**config.mk**
```make
export PLATFORM = sky130hd
export DESIGN_NAME = adc_sys_top
export DESIGN_NICKNAME = d
export VERILOG_FILES = /design/src/conv_pkg.sv /design/src/sys_bus_pkg.sv /design/src/acq_regs.sv /design/src/adc_dac_io.sv /design/src/adc_sys_top.sv /design/src/hk_regs.sv /design/src/sys_bus_decode.sv /design/src/sys_bus_result.sv
export SDC_FILE = /design/constraint.sdc
export NUM_CORES = 1
export LEC_CHECK = 0
export ABC_CLOCK_PERIOD_IN_PS = 3000
export BUFFER_PORTS_ARGS = -buffer_cell sky130_fd_sc_hd__buf_2
export CORE_ASPECT_RATIO = 0.6
export CORE_UTILIZATION = 58
export CTS_BUF_LIST = sky130_fd_sc_hd__clkbuf_4 sky130_fd_sc_hd__clkbuf_8
export DETAILED_ROUTE_END_ITERATION = 6
export GPL_TIMING_DRIVEN = 1
export PLACE_DENSITY = 0.9
export SKIP_CTS_REPAIR_TIMING = 1
export SYNTH_ARGS = -nofsm -noshare
export SYNTH_HDL_FRONTEND = slang
export SYNTH_HIERARCHICAL = 1
export SYNTH_SLANG_ARGS = --single-unit
```
**constraint.sdc**
```tcl
create_clock -name adc_clk -period 3 [get_ports adc_clk]
set_input_delay 0.3 -clock adc_clk [delete_from_list [all_inputs] [get_ports adc_clk]]
set_output_delay 0.3 -clock adc_clk [all_outputs]
set_load 0.01 [all_outputs]
```
**src/conv_pkg.sv**
```systemverilog
package conv_pkg;

  ////////////////////////////////////////
  // Converter widths
  ////////////////////////////////////////

  localparam int PIN_BITS     = 16;                    // ADC pin bus
  localparam int ADC_PIN_LSB  = 2;                     // Pin bits 1 and 0 not used
  localparam int ADC_BITS     = PIN_BITS - ADC_PIN_LSB;

  localparam int DAC_VAL_BITS = 16;                    // Value as seen on the bus
  localparam int DAC_VAL_LSB  = 2;                     // Low value bits dropped
  localparam int DAC_BITS     = DAC_VAL_BITS - DAC_VAL_LSB;

  localparam int MCLK_BITS    = 64;

  // Raw pin bus from the ADC
  typedef logic        [PIN_BITS-1:0]     adc_pin_t;
  // Two's complement sample
  typedef logic signed [ADC_BITS-1:0]     adc_sample_t;
  // Signed DAC value
  typedef logic signed [DAC_VAL_BITS-1:0] dac_value_t;
  // Offset binary word for the DAC pins
  typedef logic        [DAC_BITS-1:0]     dac_word_t;
  // Free running cycle count
  typedef logic        [MCLK_BITS-1:0]    mclk_t;

endpackage

```
**src/sys_bus_pkg.sv**
```systemverilog
package sys_bus_pkg;

  ////////////////////////////////////////
  // Bus geometry
  ////////////////////////////////////////

  localparam int BUS_ADDR_BITS = 32;
  localparam int BUS_DATA_BITS = 32;

  localparam int REGION_LSB  = 20;                     // Region field is addr[22:20]
  localparam int NUM_REGIONS = 8;
  localparam int REGION_BITS = $clog2(NUM_REGIONS);
  localparam int OFFSET_BITS = 8;                      // Byte offset is addr[7:0]

  typedef logic [BUS_ADDR_BITS-1:0] bus_addr_t;
  typedef logic [BUS_DATA_BITS-1:0] bus_data_t;
  typedef logic [REGION_BITS-1:0]   region_t;
  typedef logic [NUM_REGIONS-1:0]   region_mask_t;     // One bit per region
  typedef logic [OFFSET_BITS-1:0]   offset_t;

  // Region numbers
  localparam region_t REGION_HK  = 3'd0;               // Housekeeping
  localparam region_t REGION_ACQ = 3'd1;               // Acquisition registers

  ////////////////////////////////////////
  // Register map
  ////////////////////////////////////////

  // Housekeeping block
  localparam offset_t HK_ID_OFS   = 8'h00;             // Read only
  localparam offset_t HK_CTRL_OFS = 8'h04;             // Bit 0 is digital loopback
  localparam offset_t HK_LED_OFS  = 8'h08;             // LED byte

  // Acquisition block
  localparam offset_t ACQ_ADC_A_OFS   = 8'h00;         // Read only
  localparam offset_t ACQ_ADC_B_OFS   = 8'h04;         // Read only
  localparam offset_t ACQ_DAC_A_OFS   = 8'h08;
  localparam offset_t ACQ_DAC_B_OFS   = 8'h0C;
  localparam offset_t ACQ_MCLK_LO_OFS = 8'h10;         // Read only
  localparam offset_t ACQ_MCLK_HI_OFS = 8'h14;         // Read only

  localparam bus_data_t HK_ID = 32'h5A11_0016;         // Design ID word

endpackage

```
**src/acq_regs.sv**
```systemverilog
module acq_regs (
  input  logic                    adc_clk,
  input  logic                    reset_i,
  input  sys_bus_pkg::offset_t     offset_i,
  input  sys_bus_pkg::bus_data_t   wdata_i,
  input  logic                    wen_i,
  input  logic                    ren_i,
  output sys_bus_pkg::bus_data_t   rdata_o,
  output logic                    ack_o,
  output logic                    err_o,
  input  conv_pkg::adc_sample_t    adc_a_i,    // Converted samples
  input  conv_pkg::adc_sample_t    adc_b_i,
  output conv_pkg::dac_value_t     dac_a_o,    // Values for the DAC path
  output conv_pkg::dac_value_t     dac_b_o
);

  import sys_bus_pkg::*;
  import conv_pkg::*;

  mclk_t mclk_q;        // Master clock counter
  logic  ofs_mapped;    // Offset exists in this block
  logic  ofs_writable;  // Offset accepts writes

  ////////////////////////////////////////
  // Master clock
  ////////////////////////////////////////

  // Zero right after reset, then one step per cycle
  always_ff @(posedge adc_clk)
  begin
    if (reset_i)
      mclk_q <= '0;
    else
      mclk_q <= mclk_q + mclk_t'(1);
  end

  ////////////////////////////////////////
  // DAC values
  ////////////////////////////////////////

  always_ff @(posedge adc_clk)
  begin
    if (reset_i)
    begin
      dac_a_o <= '0;
      dac_b_o <= '0;
    end
    else if (wen_i)
    begin
      if (offset_i == ACQ_DAC_A_OFS)
        dac_a_o <= dac_value_t'(wdata_i[DAC_VAL_BITS-1:0]);   // Low half word
      if (offset_i == ACQ_DAC_B_OFS)
        dac_b_o <= dac_value_t'(wdata_i[DAC_VAL_BITS-1:0]);
    end
  end

  // Offset classes for the error answer
  always_comb
  begin
    ofs_writable = (offset_i == ACQ_DAC_A_OFS) || (offset_i == ACQ_DAC_B_OFS);
    ofs_mapped   = ofs_writable
                || (offset_i == ACQ_ADC_A_OFS)   || (offset_i == ACQ_ADC_B_OFS)
                || (offset_i == ACQ_MCLK_LO_OFS) || (offset_i == ACQ_MCLK_HI_OFS);
  end

  ////////////////////////////////////////
  // Read data and handshake
  ////////////////////////////////////////

  always_ff @(posedge adc_clk)
  begin
    rdata_o <= '0;
    if (ren_i)
    begin
      case (offset_i)
        ACQ_ADC_A_OFS:   rdata_o <= {{(BUS_DATA_BITS-ADC_BITS){adc_a_i[ADC_BITS-1]}}, adc_a_i};
        ACQ_ADC_B_OFS:   rdata_o <= {{(BUS_DATA_BITS-ADC_BITS){adc_b_i[ADC_BITS-1]}}, adc_b_i};
        ACQ_DAC_A_OFS:   rdata_o <= {{(BUS_DATA_BITS-DAC_VAL_BITS){dac_a_o[DAC_VAL_BITS-1]}},
                                     dac_a_o};
        ACQ_DAC_B_OFS:   rdata_o <= {{(BUS_DATA_BITS-DAC_VAL_BITS){dac_b_o[DAC_VAL_BITS-1]}},
                                     dac_b_o};
        ACQ_MCLK_LO_OFS: rdata_o <= mclk_q[31:0];     // Count at the strobe edge
        ACQ_MCLK_HI_OFS: rdata_o <= mclk_q[63:32];
        default:         rdata_o <= '0;
      endcase
    end
  end

  always_ff @(posedge adc_clk)
  begin
    if (reset_i)
    begin
      ack_o <= 1'b0;
      err_o <= 1'b0;
    end
    else
    begin
      ack_o <= wen_i | ren_i;
      // Holes on any access, read-only words on a write
      err_o <= (ren_i && !ofs_mapped) || (wen_i && !ofs_writable);
    end
  end

  // Bus master never issues read and write together
  assert property (@(posedge adc_clk) disable iff (reset_i) !(wen_i && ren_i))
    else $error("acq_regs: read and write strobe in the same cycle");

endmodule

```
**src/adc_dac_io.sv**
```systemverilog
module adc_dac_io (
  input  logic                 adc_clk,
  input  logic                 reset_i,
  input  conv_pkg::adc_pin_t    adc_dat_a_i,     // Raw ADC pins
  input  conv_pkg::adc_pin_t    adc_dat_b_i,
  input  logic                 digital_loop_i,
  input  conv_pkg::dac_value_t  dac_a_i,         // Signed values from the bus
  input  conv_pkg::dac_value_t  dac_b_i,
  output conv_pkg::adc_sample_t adc_a_o,
  output conv_pkg::adc_sample_t adc_b_o,
  output conv_pkg::dac_word_t   dac_dat_a_o,     // Registered DAC pin words
  output conv_pkg::dac_word_t   dac_dat_b_o
);

  import conv_pkg::*;

  logic [ADC_BITS-1:0] adc_cap_a_q;   // Pin capture
  logic [ADC_BITS-1:0] adc_cap_b_q;
  adc_sample_t         adc_conv_a;
  adc_sample_t         adc_conv_b;

  ////////////////////////////////////////
  // ADC capture and conversion
  ////////////////////////////////////////

  // Only the upper 14 pins carry data
  always_ff @(posedge adc_clk)
  begin
    if (reset_i)
    begin
      adc_cap_a_q <= '0;
      adc_cap_b_q <= '0;
    end
    else
    begin
      adc_cap_a_q <= adc_dat_a_i[PIN_BITS-1:ADC_PIN_LSB];
      adc_cap_b_q <= adc_dat_b_i[PIN_BITS-1:ADC_PIN_LSB];
    end
  end

  // Two's complement, negative slope
  assign adc_conv_a = {adc_cap_a_q[ADC_BITS-1], ~adc_cap_a_q[ADC_BITS-2:0]};
  assign adc_conv_b = {adc_cap_b_q[ADC_BITS-1], ~adc_cap_b_q[ADC_BITS-2:0]};

  // Loopback feeds the DAC words back in as samples
  assign adc_a_o = digital_loop_i ? $signed(dac_dat_a_o) : adc_conv_a;
  assign adc_b_o = digital_loop_i ? $signed(dac_dat_b_o) : adc_conv_b;

  ////////////////////////////////////////
  // DAC words
  ////////////////////////////////////////

  // Signed value to offset word, also negative slope
  always_ff @(posedge adc_clk)
  begin
    if (reset_i)
    begin
      dac_dat_a_o <= '0;
      dac_dat_b_o <= '0;
    end
    else
    begin
      dac_dat_a_o <= {dac_a_i[DAC_VAL_BITS-1], ~dac_a_i[DAC_VAL_BITS-2:DAC_VAL_LSB]};
      dac_dat_b_o <= {dac_b_i[DAC_VAL_BITS-1], ~dac_b_i[DAC_VAL_BITS-2:DAC_VAL_LSB]};
    end
  end

endmodule

```
**src/adc_sys_top.sv**
```systemverilog
module adc_sys_top (
  input  logic                  adc_clk,
  input  logic                  reset_i,
  // System bus
  input  sys_bus_pkg::bus_addr_t addr_i,
  input  sys_bus_pkg::bus_data_t wdata_i,
  input  logic                  wen_i,
  input  logic                  ren_i,
  output sys_bus_pkg::bus_data_t rdata_o,
  output logic                  ack_o,
  output logic                  err_o,
  // Converters
  input  conv_pkg::adc_pin_t     adc_dat_a_i,
  input  conv_pkg::adc_pin_t     adc_dat_b_i,
  output conv_pkg::dac_word_t    dac_dat_a_o,
  output conv_pkg::dac_word_t    dac_dat_b_o,
  output logic [7:0]            led_o
);

  import sys_bus_pkg::*;
  import conv_pkg::*;

  region_mask_t region_wen, region_ren;
  logic         req_q;
  region_t      region_q;
  bus_data_t    hk_rdata, acq_rdata;
  logic         hk_ack, hk_err, acq_ack, acq_err;
  logic         digital_loop;
  dac_value_t   dac_a, dac_b;     // Values from region 1
  adc_sample_t  adc_a, adc_b;     // Samples into region 1

  ////////////////////////////////////////
  // Bus decode and merge
  ////////////////////////////////////////

  sys_bus_decode sys_bus_decode_inst (
    .adc_clk (adc_clk), .reset_i (reset_i),
    .addr_i (addr_i), .wen_i (wen_i), .ren_i (ren_i),
    .region_wen_o (region_wen), .region_ren_o (region_ren),
    .req_q_o (req_q), .region_q_o (region_q)
  );

  sys_bus_result sys_bus_result_inst (
    .req_q_i (req_q), .region_q_i (region_q),
    .hk_rdata_i (hk_rdata), .hk_ack_i (hk_ack), .hk_err_i (hk_err),
    .acq_rdata_i (acq_rdata), .acq_ack_i (acq_ack), .acq_err_i (acq_err),
    .rdata_o (rdata_o), .ack_o (ack_o), .err_o (err_o)
  );

  ////////////////////////////////////////
  // Register blocks and converter IO
  ////////////////////////////////////////

  hk_regs hk_regs_inst (   // Region 0
    .adc_clk (adc_clk), .reset_i (reset_i),
    .offset_i (addr_i[OFFSET_BITS-1:0]), .wdata_i (wdata_i),
    .wen_i (region_wen[REGION_HK]), .ren_i (region_ren[REGION_HK]),
    .rdata_o (hk_rdata), .ack_o (hk_ack), .err_o (hk_err),
    .digital_loop_o (digital_loop), .led_o (led_o)
  );

  acq_regs acq_regs_inst (   // Region 1
    .adc_clk (adc_clk), .reset_i (reset_i),
    .offset_i (addr_i[OFFSET_BITS-1:0]), .wdata_i (wdata_i),
    .wen_i (region_wen[REGION_ACQ]), .ren_i (region_ren[REGION_ACQ]),
    .rdata_o (acq_rdata), .ack_o (acq_ack), .err_o (acq_err),
    .adc_a_i (adc_a), .adc_b_i (adc_b), .dac_a_o (dac_a), .dac_b_o (dac_b)
  );

  adc_dac_io adc_dac_io_inst (
    .adc_clk (adc_clk), .reset_i (reset_i),
    .adc_dat_a_i (adc_dat_a_i), .adc_dat_b_i (adc_dat_b_i),
    .digital_loop_i (digital_loop), .dac_a_i (dac_a), .dac_b_i (dac_b),
    .adc_a_o (adc_a), .adc_b_o (adc_b),
    .dac_dat_a_o (dac_dat_a_o), .dac_dat_b_o (dac_dat_b_o)
  );

endmodule

```
**src/hk_regs.sv**
```systemverilog
module hk_regs (
  input  logic                  adc_clk,
  input  logic                  reset_i,
  input  sys_bus_pkg::offset_t   offset_i,         // Byte offset in region
  input  sys_bus_pkg::bus_data_t wdata_i,
  input  logic                  wen_i,
  input  logic                  ren_i,
  output sys_bus_pkg::bus_data_t rdata_o,
  output logic                  ack_o,
  output logic                  err_o,
  output logic                  digital_loop_o,   // ADC inputs from the DAC words
  output logic [7:0]            led_o
);

  import sys_bus_pkg::*;

  ////////////////////////////////////////
  // Control and LED registers
  ////////////////////////////////////////

  always_ff @(posedge adc_clk)
  begin
    if (reset_i)
    begin
      digital_loop_o <= 1'b0;
      led_o          <= '0;
    end
    else if (wen_i)
    begin
      case (offset_i)
        HK_CTRL_OFS: digital_loop_o <= wdata_i[0];
        HK_LED_OFS:  led_o          <= wdata_i[7:0];
        default:     ;                                  // ID and holes ignore writes
      endcase
    end
  end

  ////////////////////////////////////////
  // Read data and handshake
  ////////////////////////////////////////

  // Sampled from the state at the strobe edge
  always_ff @(posedge adc_clk)
  begin
    rdata_o <= '0;
    if (ren_i)
    begin
      case (offset_i)
        HK_ID_OFS:   rdata_o <= HK_ID;
        HK_CTRL_OFS: rdata_o <= {{(BUS_DATA_BITS-1){1'b0}}, digital_loop_o};
        HK_LED_OFS:  rdata_o <= {{(BUS_DATA_BITS-8){1'b0}}, led_o};
        default:     rdata_o <= '0;                     // Holes read zero
      endcase
    end
  end

  always_ff @(posedge adc_clk)
  begin
    if (reset_i)
      ack_o <= 1'b0;
    else
      ack_o <= wen_i | ren_i;   // Single cycle answer
  end

  assign err_o = 1'b0;          // Every offset here is harmless

endmodule

```
**src/sys_bus_decode.sv**
```systemverilog
module sys_bus_decode (
  input  logic                     adc_clk,
  input  logic                     reset_i,
  input  sys_bus_pkg::bus_addr_t    addr_i,        // Full bus address
  input  logic                     wen_i,         // Write strobe
  input  logic                     ren_i,         // Read strobe
  output sys_bus_pkg::region_mask_t region_wen_o,  // Per region write strobe
  output sys_bus_pkg::region_mask_t region_ren_o,  // Per region read strobe
  output logic                     req_q_o,       // Request seen last cycle
  output sys_bus_pkg::region_t      region_q_o     // Its region
);

  import sys_bus_pkg::*;

  region_t      region_sel;
  region_mask_t region_mask;

  ////////////////////////////////////////
  // Region select
  ////////////////////////////////////////

  assign region_sel  = addr_i[REGION_LSB +: REGION_BITS];   // Upper address field
  assign region_mask = region_mask_t'(1) << region_sel;     // One-hot

  // Strobes only reach the addressed region
  assign region_wen_o = region_mask & {NUM_REGIONS{wen_i}};
  assign region_ren_o = region_mask & {NUM_REGIONS{ren_i}};

  ////////////////////////////////////////
  // Request stage for the answer merge
  ////////////////////////////////////////

  always_ff @(posedge adc_clk)
  begin
    if (reset_i)
    begin
      req_q_o    <= 1'b0;
      region_q_o <= '0;
    end
    else
    begin
      req_q_o    <= wen_i | ren_i;   // Any access gets an ack next cycle
      region_q_o <= region_sel;      // Steers the result mux
    end
  end

  // One region and one direction per cycle
  assert property (@(posedge adc_clk) disable iff (reset_i)
    $onehot0({region_wen_o, region_ren_o}))
    else $error("sys_bus_decode: region strobes not one-hot");

endmodule

```
**src/sys_bus_result.sv**
```systemverilog
module sys_bus_result (
  input  logic                  req_q_i,       // Access one cycle ago
  input  sys_bus_pkg::region_t   region_q_i,    // Region of that access
  input  sys_bus_pkg::bus_data_t hk_rdata_i,
  input  logic                  hk_ack_i,
  input  logic                  hk_err_i,
  input  sys_bus_pkg::bus_data_t acq_rdata_i,
  input  logic                  acq_ack_i,
  input  logic                  acq_err_i,
  output sys_bus_pkg::bus_data_t rdata_o,
  output logic                  ack_o,
  output logic                  err_o
);

  import sys_bus_pkg::*;

  ////////////////////////////////////////
  // Answer merge
  ////////////////////////////////////////

  always_comb
  begin
    case (region_q_i)
      REGION_HK:
      begin
        rdata_o = hk_rdata_i;
        ack_o   = hk_ack_i;
        err_o   = hk_err_i;
      end
      REGION_ACQ:
      begin
        rdata_o = acq_rdata_i;
        ack_o   = acq_ack_i;
        err_o   = acq_err_i;
      end
      default:
      begin
        // Unused regions answer here
        rdata_o = '0;
        ack_o   = req_q_i;   // Same single cycle timing as the blocks
        err_o   = 1'b0;      // No error for empty space
      end
    endcase
  end

  // Block acks must line up with the decoder's request stage
  always_comb
  begin
    assert final ($isunknown({req_q_i, ack_o}) || (ack_o == req_q_i))
      else $error("sys_bus_result: ack does not match request");
  end

endmodule

```
# Yosys cells after proc, flatten, opt, wreduce, memory -nomap -nowiden
# Cells that the tools add are included.
[word_totals]
reg_bits = 232
input_bits = 100
out_inout_bits = 70
elab_cells = 56
[op_classes]
n_addsub = 1
eq_ne = 6
n_shift = 1
n_mux = 7
bitwise = 9
reduce_logical = 16
[ops]
columns = ["op", "n"]
rows = [
  ["32-bit one-hot mux with 6 select lines", 1],
  ["31-bit one-hot mux with 3 select lines", 1],
  ["64-bit by 1-bit adder with 64-bit output (second input constant)", 1],
  ["32-bit one-hot mux with 2 select lines", 1],
  ["13-bit inverter", 4],
  ["14-bit two-way mux", 2],
  ["8-bit by 4-bit equality test with 1-bit output (second input constant)", 2],
  ["8-bit by 5-bit equality test with 1-bit output (second input constant)", 2],
  ["8-bit by 3-bit equality test with 1-bit output (second input constant)", 1],
  ["8-bit zero test", 1],
  ["2-bit AND reduction", 4],
  ["1-bit logical OR", 6],
  ["2-bit AND", 2],
  ["3-bit by 1-bit equality test with 1-bit output (second input constant)", 1],
  ["3-bit zero test", 1],
  ["1-bit bitwise OR", 3],
  ["1-bit by 3-bit left shift with 2-bit output (first input constant)", 1],
  ["1-bit logical AND", 2],
  ["1-bit zero test", 2],
  ["1-bit one-hot mux with 2 select lines", 1],
  ["1-bit two-way mux", 1],
]

# Logic depth before layout (Yosys ltp)
# Gate-level depths: netlist of the first run.
[logic_depth]
word_depth = 9
depth_mapped = 9
depth_no_buf = 7

# Modules after synthesis
# Netlist of the first run, hierarchy kept.
[modules_own_cells]
columns = ["module", "instances", "cells_per_inst", "area_per_inst_um2", "seq_area_each_um2"]
rows = [
  ["acq_regs", 1, 679, 5848.1, 2602.5],
  ["adc_dac_io", 1, 178, 1860.5, 1121.1],
  ["hk_regs", 1, 109, 954.7, 380.4],
  ["sys_bus_result", 1, 78, 578.1, 0.0],
  ["sys_bus_decode", 1, 27, 325.3, 80.1],
]

# Least setup slack after synthesis of the first run
# Ideal clock, no wire load.
[synth_timing]
kind = "register to register"
start = "register acq_regs_inst.mclk_q[10]"
end = "register acq_regs_inst.mclk_q[61]"
setup_ps = 70
t_arrival_ps = 2177
required_time_ps = 2930
slack_ps = 753
stages_incl_launch_ff = 7
path_buffers = 1
synth_period_minus_slack_ps = 2247
cell_sequence = "dfxtp_1 -> nand4_4 -> or4_1 -> or3_1 -> buf_2 -> or4_1 -> a21oi_1"
[synth_via]
elab_chain_cells = 1
[synth_rtl]
columns = ["item", "line_no", "text"]
rows = [
  ["start, declared", "acq_regs.sv:20", "mclk_t mclk_q;"],
  ["start signal, assigned", "acq_regs.sv:34", "mclk_q <= mclk_q + mclk_t'(1);"],
  ["64-bit by 1-bit adder with 64-bit output", "acq_regs.sv:34", ""],
]
# Every way passes these cells.
# A chain may end at the register's enable or synchronous reset.

# Worst setup path in the final report of the first run
[layout_timing]
start = "register acq_regs_inst.mclk_q[0]"
end = "register acq_regs_inst.mclk_q[56]"
# Same word-level chain as after synthesis.

==> impl_metrics.toml, run 1 <==
[run_status]
status = "finished with violations"
violations = "hold timing"

[power]
combPwrFrac_pct = 6.8
pwr-share-clk_pct = 40.7
p_switching_mw = 1.29
power.leakage_nw = 4.26
seq_power_share_pct = 52.6
p_int_mw = 4.15
irDropWorstVdd_mv = 0.442
power.density_nw_per_um2 = 502
power_mw = 5.44
sw_frac_of_total_pct = 23.7

[setup_path]
crit_path_start_kind = "flip-flop"
worst-setup-path-type = "flip-flop to flip-flop"
worstRegToRegCells = 8
r2r_slack_ns = 0.36
reg2reg_to = "acq_regs_inst/mclk_q[56]"
required_ns = 3.49
critPathMaxFanout = 13
r2r_start = "acq_regs_inst/mclk_q[0]"
crit_path_end_kind = "flip-flop"
critPathArrivalTime_ns = 3.12

[grt]
grt_pass1_wl_mm = 40.1
grt_start_max_net_pins = 65
antenna_found_initial = 0
grt_pass1_vias = 7761
track_usage_pct = 30.0
grt_overflow = 0

[hold_path]
min_path_type = "primary input to flip-flop"
hold_depth = 2
min-delay-start = "adc_dat_a_i[14]"
min_to = "adc_dac_io_inst/adc_cap_a_q[12]"

[cells_and_area]
fin_area_um2 = 10800
num_antenna_cells = 0
final_nets = 1298
multi_input_area_um2 = 4650
regArea_um2 = 4190
fin_util_pct = 69.3
final_cell_mix = "dfxtp_1, nor2_1, buf_2"
fillers = 1139
layout-drive-gt1-share_pct = 20.6
area_growth_pct = 14.7
fin_cells = 1417
layout_commonest_cell = "dfxtp_1"

[floorplan]
die-width_um = 167
start_util_pct = 60.4
dieHeight_um = 101
ios = 170
die_area_um2 = 16800
rows = 35
coreArea_um2 = 15600

[place]
portBuffers = 128
dpl.cell_count = 1344
post-dp-hpwl_mm = 17.6
placed_area_um2 = 10000
pre_cts_ws_ns = 0.351
place.gp.congestion = 0.928

[sta]
setup_violations = 0
layout_setup_ws_ns = 0.365
worstMarginPinSlew_ns = 0.778
timing_max_transition_violations_final = 0
max-slew-margin-rel_pct = 48.1
period_share_pct = 87.8
finalClockSkew_ns = 0.0208
hold_violations = 4
tns_ns = 0
period_minus_slack_ns = 2.64
max_freq_mhz = 379
fin_hold_ws_ns = -0.0343
rsz0062_at_grt = "false"

[cts]
clk_latency_ns = 0.57
path_clk_slew_ns = 0.07
cts-root-buf = "clkbuf_8"
clock-sinks = 209
cts_made_buffers = 29
clockBufferDepth = 3
cts_tree = "done"
cts.htree.levels = 1

[detailed_routing]
drt_iter0_drc = 992
vias_per_cell = 6.09
routedWlPerCell_um = 18.4
vias = 8634
drt-total-wl_mm = 26.1
drc = 0
ant_nets = 0
first_pass_iters = 5

[logic_synthesis]
postSynthAreaPerCell_um2 = 8.91
netlist_instances = 1059
yosys_warnings = 6
syn_area_um2 = 9440

[flow_run]
drv_cap = 0
sequential cells by signal, indices dropped and copies added, names as in the netlist, 14 cells and up:
register                     flops
acq_regs_inst/rdata_o           32
adc_dac_io_inst/adc_cap_b_q     14
adc_dac_io_inst/adc_cap_a_q     14
adc_dac_io_inst/dac_dat_b_o     14
acq_regs_inst/dac_a_o           16
adc_dac_io_inst/dac_dat_a_o     14
acq_regs_inst/mclk_q            64
acq_regs_inst/dac_b_o           16
layer usage:
layer | GRT usage (%) | part of all wire (%) | vias up | routed length, µm
met2 | 45.5 | 42 | 583 | 11000
met1 | 42.8 | 43 | 4016 | 11200
met5 | 0 | 0 | - | 0
met4 | 9.05 | 3.1 | 0 | 809
met3 | 6.60 | 12 | 85 | 3100
li1 | - | - | 3950 | -
worst max path at each step:
stage	slack, ns	startpoint	to
global placement	0.46	addr_i[4]	acq_regs_inst/dac_b_o[14]
floorplan	0.75	acq_regs_inst/mclk_q[10]	acq_regs_inst/mclk_q[61]
CTS	0.48	acq_regs_inst/mclk_q[0]	acq_regs_inst/mclk_q[56]
global route	0.33	acq_regs_inst/mclk_q[0]	acq_regs_inst/mclk_q[42]
detailed placement	0.35	addr_i[4]	acq_regs_inst/dac_b_o[7]
finish	0.36	acq_regs_inst/mclk_q[0]	acq_regs_inst/mclk_q[56]
critical path: stages (launching register included):
cell     delay, ns
dfxtp_1       0.47
ha_1          0.31
nand4_1       0.23
nor3_1        0.36
buf_4         0.25
nand4_1       0.11
buf_4         0.22
or4_1         0.47
a21oi_1       0.15
power groups by stage:
stage	sequential, mW	clock [mW]	combinational, mW
2_1_floorplan	2.91	0	0.233
3_3_place_gp	2.91	0	0.317
3_5_place_dp	2.92	0	0.328
4_1_cts	2.85	2.19	0.333
5_1_grt	2.86	2.34	0.394
6_report	2.86	2.21	0.369
area by class of cell:
| class | count | area share, % |
|---|---|---|
| Sequential cell | 209 | 38.7 |
| Inverter | 10 | 0.347 |
| Timing Repair Buffer | 182 | 10.4 |
| Multi-Input combinational cell | 765 | 43.0 |
| Clock inverter | 2 | 0.116 |
| Clock buffer | 46 | 5.15 |
| Tap cell | 203 | 2.35 |
No activity file was read; power rests on OpenSTA's default activity.
==> inputs of run 2 (changes only) <==
--- a/config.mk
+++ b/config.mk
@@ -5,14 +5,14 @@
 export SDC_FILE = /design/constraint.sdc
 export NUM_CORES = 1
 export LEC_CHECK = 0
-export ABC_CLOCK_PERIOD_IN_PS = 3000
+export ABC_CLOCK_PERIOD_IN_PS = 3400
 export BUFFER_PORTS_ARGS = -buffer_cell sky130_fd_sc_hd__buf_2
 export CORE_ASPECT_RATIO = 0.6
-export CORE_UTILIZATION = 58
+export CORE_UTILIZATION = 60
 export CTS_BUF_LIST = sky130_fd_sc_hd__clkbuf_4 sky130_fd_sc_hd__clkbuf_8
 export DETAILED_ROUTE_END_ITERATION = 6
 export GPL_TIMING_DRIVEN = 1
-export PLACE_DENSITY = 0.9
+export PLACE_DENSITY = 0.93
 export SKIP_CTS_REPAIR_TIMING = 1
 export SYNTH_ARGS = -nofsm -noshare
 export SYNTH_HDL_FRONTEND = slang
==> constraint.sdc (replaced) <==
create_clock -name adc_clk -period 3.4 [get_ports adc_clk]
set_input_delay 0.34 -clock adc_clk [delete_from_list [all_inputs] [get_ports adc_clk]]
set_output_delay 0.34 -clock adc_clk [all_outputs]
set_load 0.01 [all_outputs]
==> run 2 against run 1 <==
The flow finishes with violations (DRC). Sequential share of layout area is 0.92 points higher. Clock power shrank 7%. Worst hold slack improved by 0.036 ns. Combinational power shrank 20%. Sequential power is 12% lower. First-iteration DRC count is 36% higher. Global-route usage rose by 1.1 points. Core utilization decreased by 0.46 points. Cell area shrank 2.3%. Critical path type unchanged.
==> impl_metrics.toml, run 2 (synthesis results as in run 1) <==
[sta]
hold_violations = 0
max-slew-margin-rel_pct = 41.2
period_share_pct = 76.7
rsz0062_at_grt = "false"
finalClockSkew_ns = 0.0110
period_minus_slack_ns = 2.61
worstMarginPinSlew_ns = 0.882
setup_violations = 0
max_freq_mhz = 383
tns_ns = 0
timing_max_transition_violations_final = 0

[cells_and_area]
top_register = "acq_regs_inst/mclk_q"
final_cell_mix = "dfxtp_1, nor2_1, buf_2"
largest_reg_flops = 64
layout-drive-gt1-share_pct = 20.7
fin_cells = 1389
final_nets = 1265
layout_commonest_cell = "dfxtp_1"
area_growth_pct = 12.0
top_regs = "acq_regs_inst/mclk_q (64), acq_regs_inst/rdata_o (32)"
num_antenna_cells = 0

[detailed_routing]
drt_iter0_drc = 1348
first_pass_iters = 7
drt-total-wl_mm = 25.3
routedWlPerCell_um = 18.2
ant_nets = 0
vias = 8433
vias_per_cell = 6.07
drc = 1

[floorplan]
die-width_um = 164
coreArea_um2 = 15400
die_area_um2 = 16300
start_util_pct = 61.4
ios = 170
rows = 35
dieHeight_um = 99.2

[setup_path]
critPathMaxFanout = 10
cpPeakStageDelay_ns = 0.58
crit_top_cell = "or4_1"
worst-setup-path-type = "flip-flop to flip-flop"
crit_path_end_kind = "flip-flop"
critPathArrivalTime_ns = 3.08
cp_slowest_cell = "or4_1"
crit_path_start = "acq_regs_inst/mclk_q[10]"
r2r_start = "acq_regs_inst/mclk_q[10]"
crit_path_start_kind = "flip-flop"
worstPathCellList = "nand4_4 -> or4_1 -> or3_1 -> or4_1 -> a21oi_1"
required_ns = 3.88

[place]
place.gp.congestion = 0.900
post-dp-hpwl_mm = 17.6
portBuffers = 128
dpl.cell_count = 1336

[cts]
cts_made_buffers = 28
clock-sinks = 209
clockBufferDepth = 3
cts_tree = "done"
cts.htree.levels = 1
path_clk_slew_ns = 0.07
clk_latency_ns = 0.55
cts-root-buf = "clkbuf_8"

[hold_path]
min-delay-start = "adc_dat_b_i[9]"
min_path_type = "primary input to flip-flop"

[flow_run]
drv_cap = 0

[grt]
track_usage_pct = 31.1
grt_overflow = 0
grt_pass1_wl_mm = 39.9
grt_start_max_net_pins = 98
antenna_found_initial = 0
grt_pass1_vias = 7814

[run_status]
violations = "DRC"
status = "finished with violations"

[power]
power.leakage_nw = 4.15
power.density_nw_per_um2 = 460
irDropWorstVdd_mv = 0.333
## run 2: cell types whose count changed in the layout (fill, tap and decap cells not counted), sizes merged
cell / before / now
buf: 157 / 149
clkinv: 1 / 4
clkinvlp: 1 / 0
dlygate4sd3: 25 / 1
clkbuf: 46 / 48
## run 2: critical path: cells and delay by family, from the launching register on
family / cells / cell delay [ns]
and+or+nand+nor: 4 / 1.86
DFF: 1 / 0.51
AOI/OAI and AO/OA: 1 / 0.17
## run 2: worst paths after layout
path / cells after the start / slack, ns / to
worst min-delay path: 2 / 0.002 / adc_dac_io_inst/adc_cap_b_q[7]
worst min register to register: 1 / 0.43 / adc_dac_io_inst/dac_dat_b_o[10]
worst max register to register: 5 / 0.79 / acq_regs_inst/mclk_q[61]
worst max-delay path: 5 / 0.79 / acq_regs_inst/mclk_q[61]
## run 2: report_power, final
| group | switching (mW) | internal, mW | total (mW) |
|---|---|---|---|
| Sequential | 0.0281 | 2.49 | 2.52 |
| Clock | 0.930 | 1.12 | 2.05 |
| Combinational | 0.176 | 0.119 | 0.295 |
## run 2: layout make-up
type                            instances  area [µm²]
Clock buffer                           48         604
Inverter                               10        37.5
Multi-Input combinational cell        765        4650
Fill cell                            1088        4800
Timing Repair Buffer                  150         823
Sequential cell                       209        4190
Tap cell                              203         254
Clock inverter                          4        20.0
## run 2: metal layers
layer	routed length [µm]	up-vias	share of wire (%)	GRT usage (%)
met5	0	-	0	0
met4	490	0	1.9	9.40
met3	3320	69	13	7.42
met2	10800	574	43	46.9
met1	10700	3900	42	44.2
li1	-	3890	-	-
## run 2: per-stage QoR
step | utilization, % | hold WS [ns] | power, mW | worst slack (ns) | area [µm²]
finish | 68.8 | 0.00204 | 4.86 | 0.792 | 10600
CTS | 68.7 | -0.00803 | 4.84 | 0.860 | 10600
floorplan | - | 0.398 | 2.78 | 1.15 | 9510
detailed placement | 64.7 | 0.420 | 2.86 | 0.568 | 9940
global route | 68.8 | 0.00694 | 4.98 | 0.698 | 10600
global placement | 64.7 | 0.415 | 2.85 | 0.659 | 9940
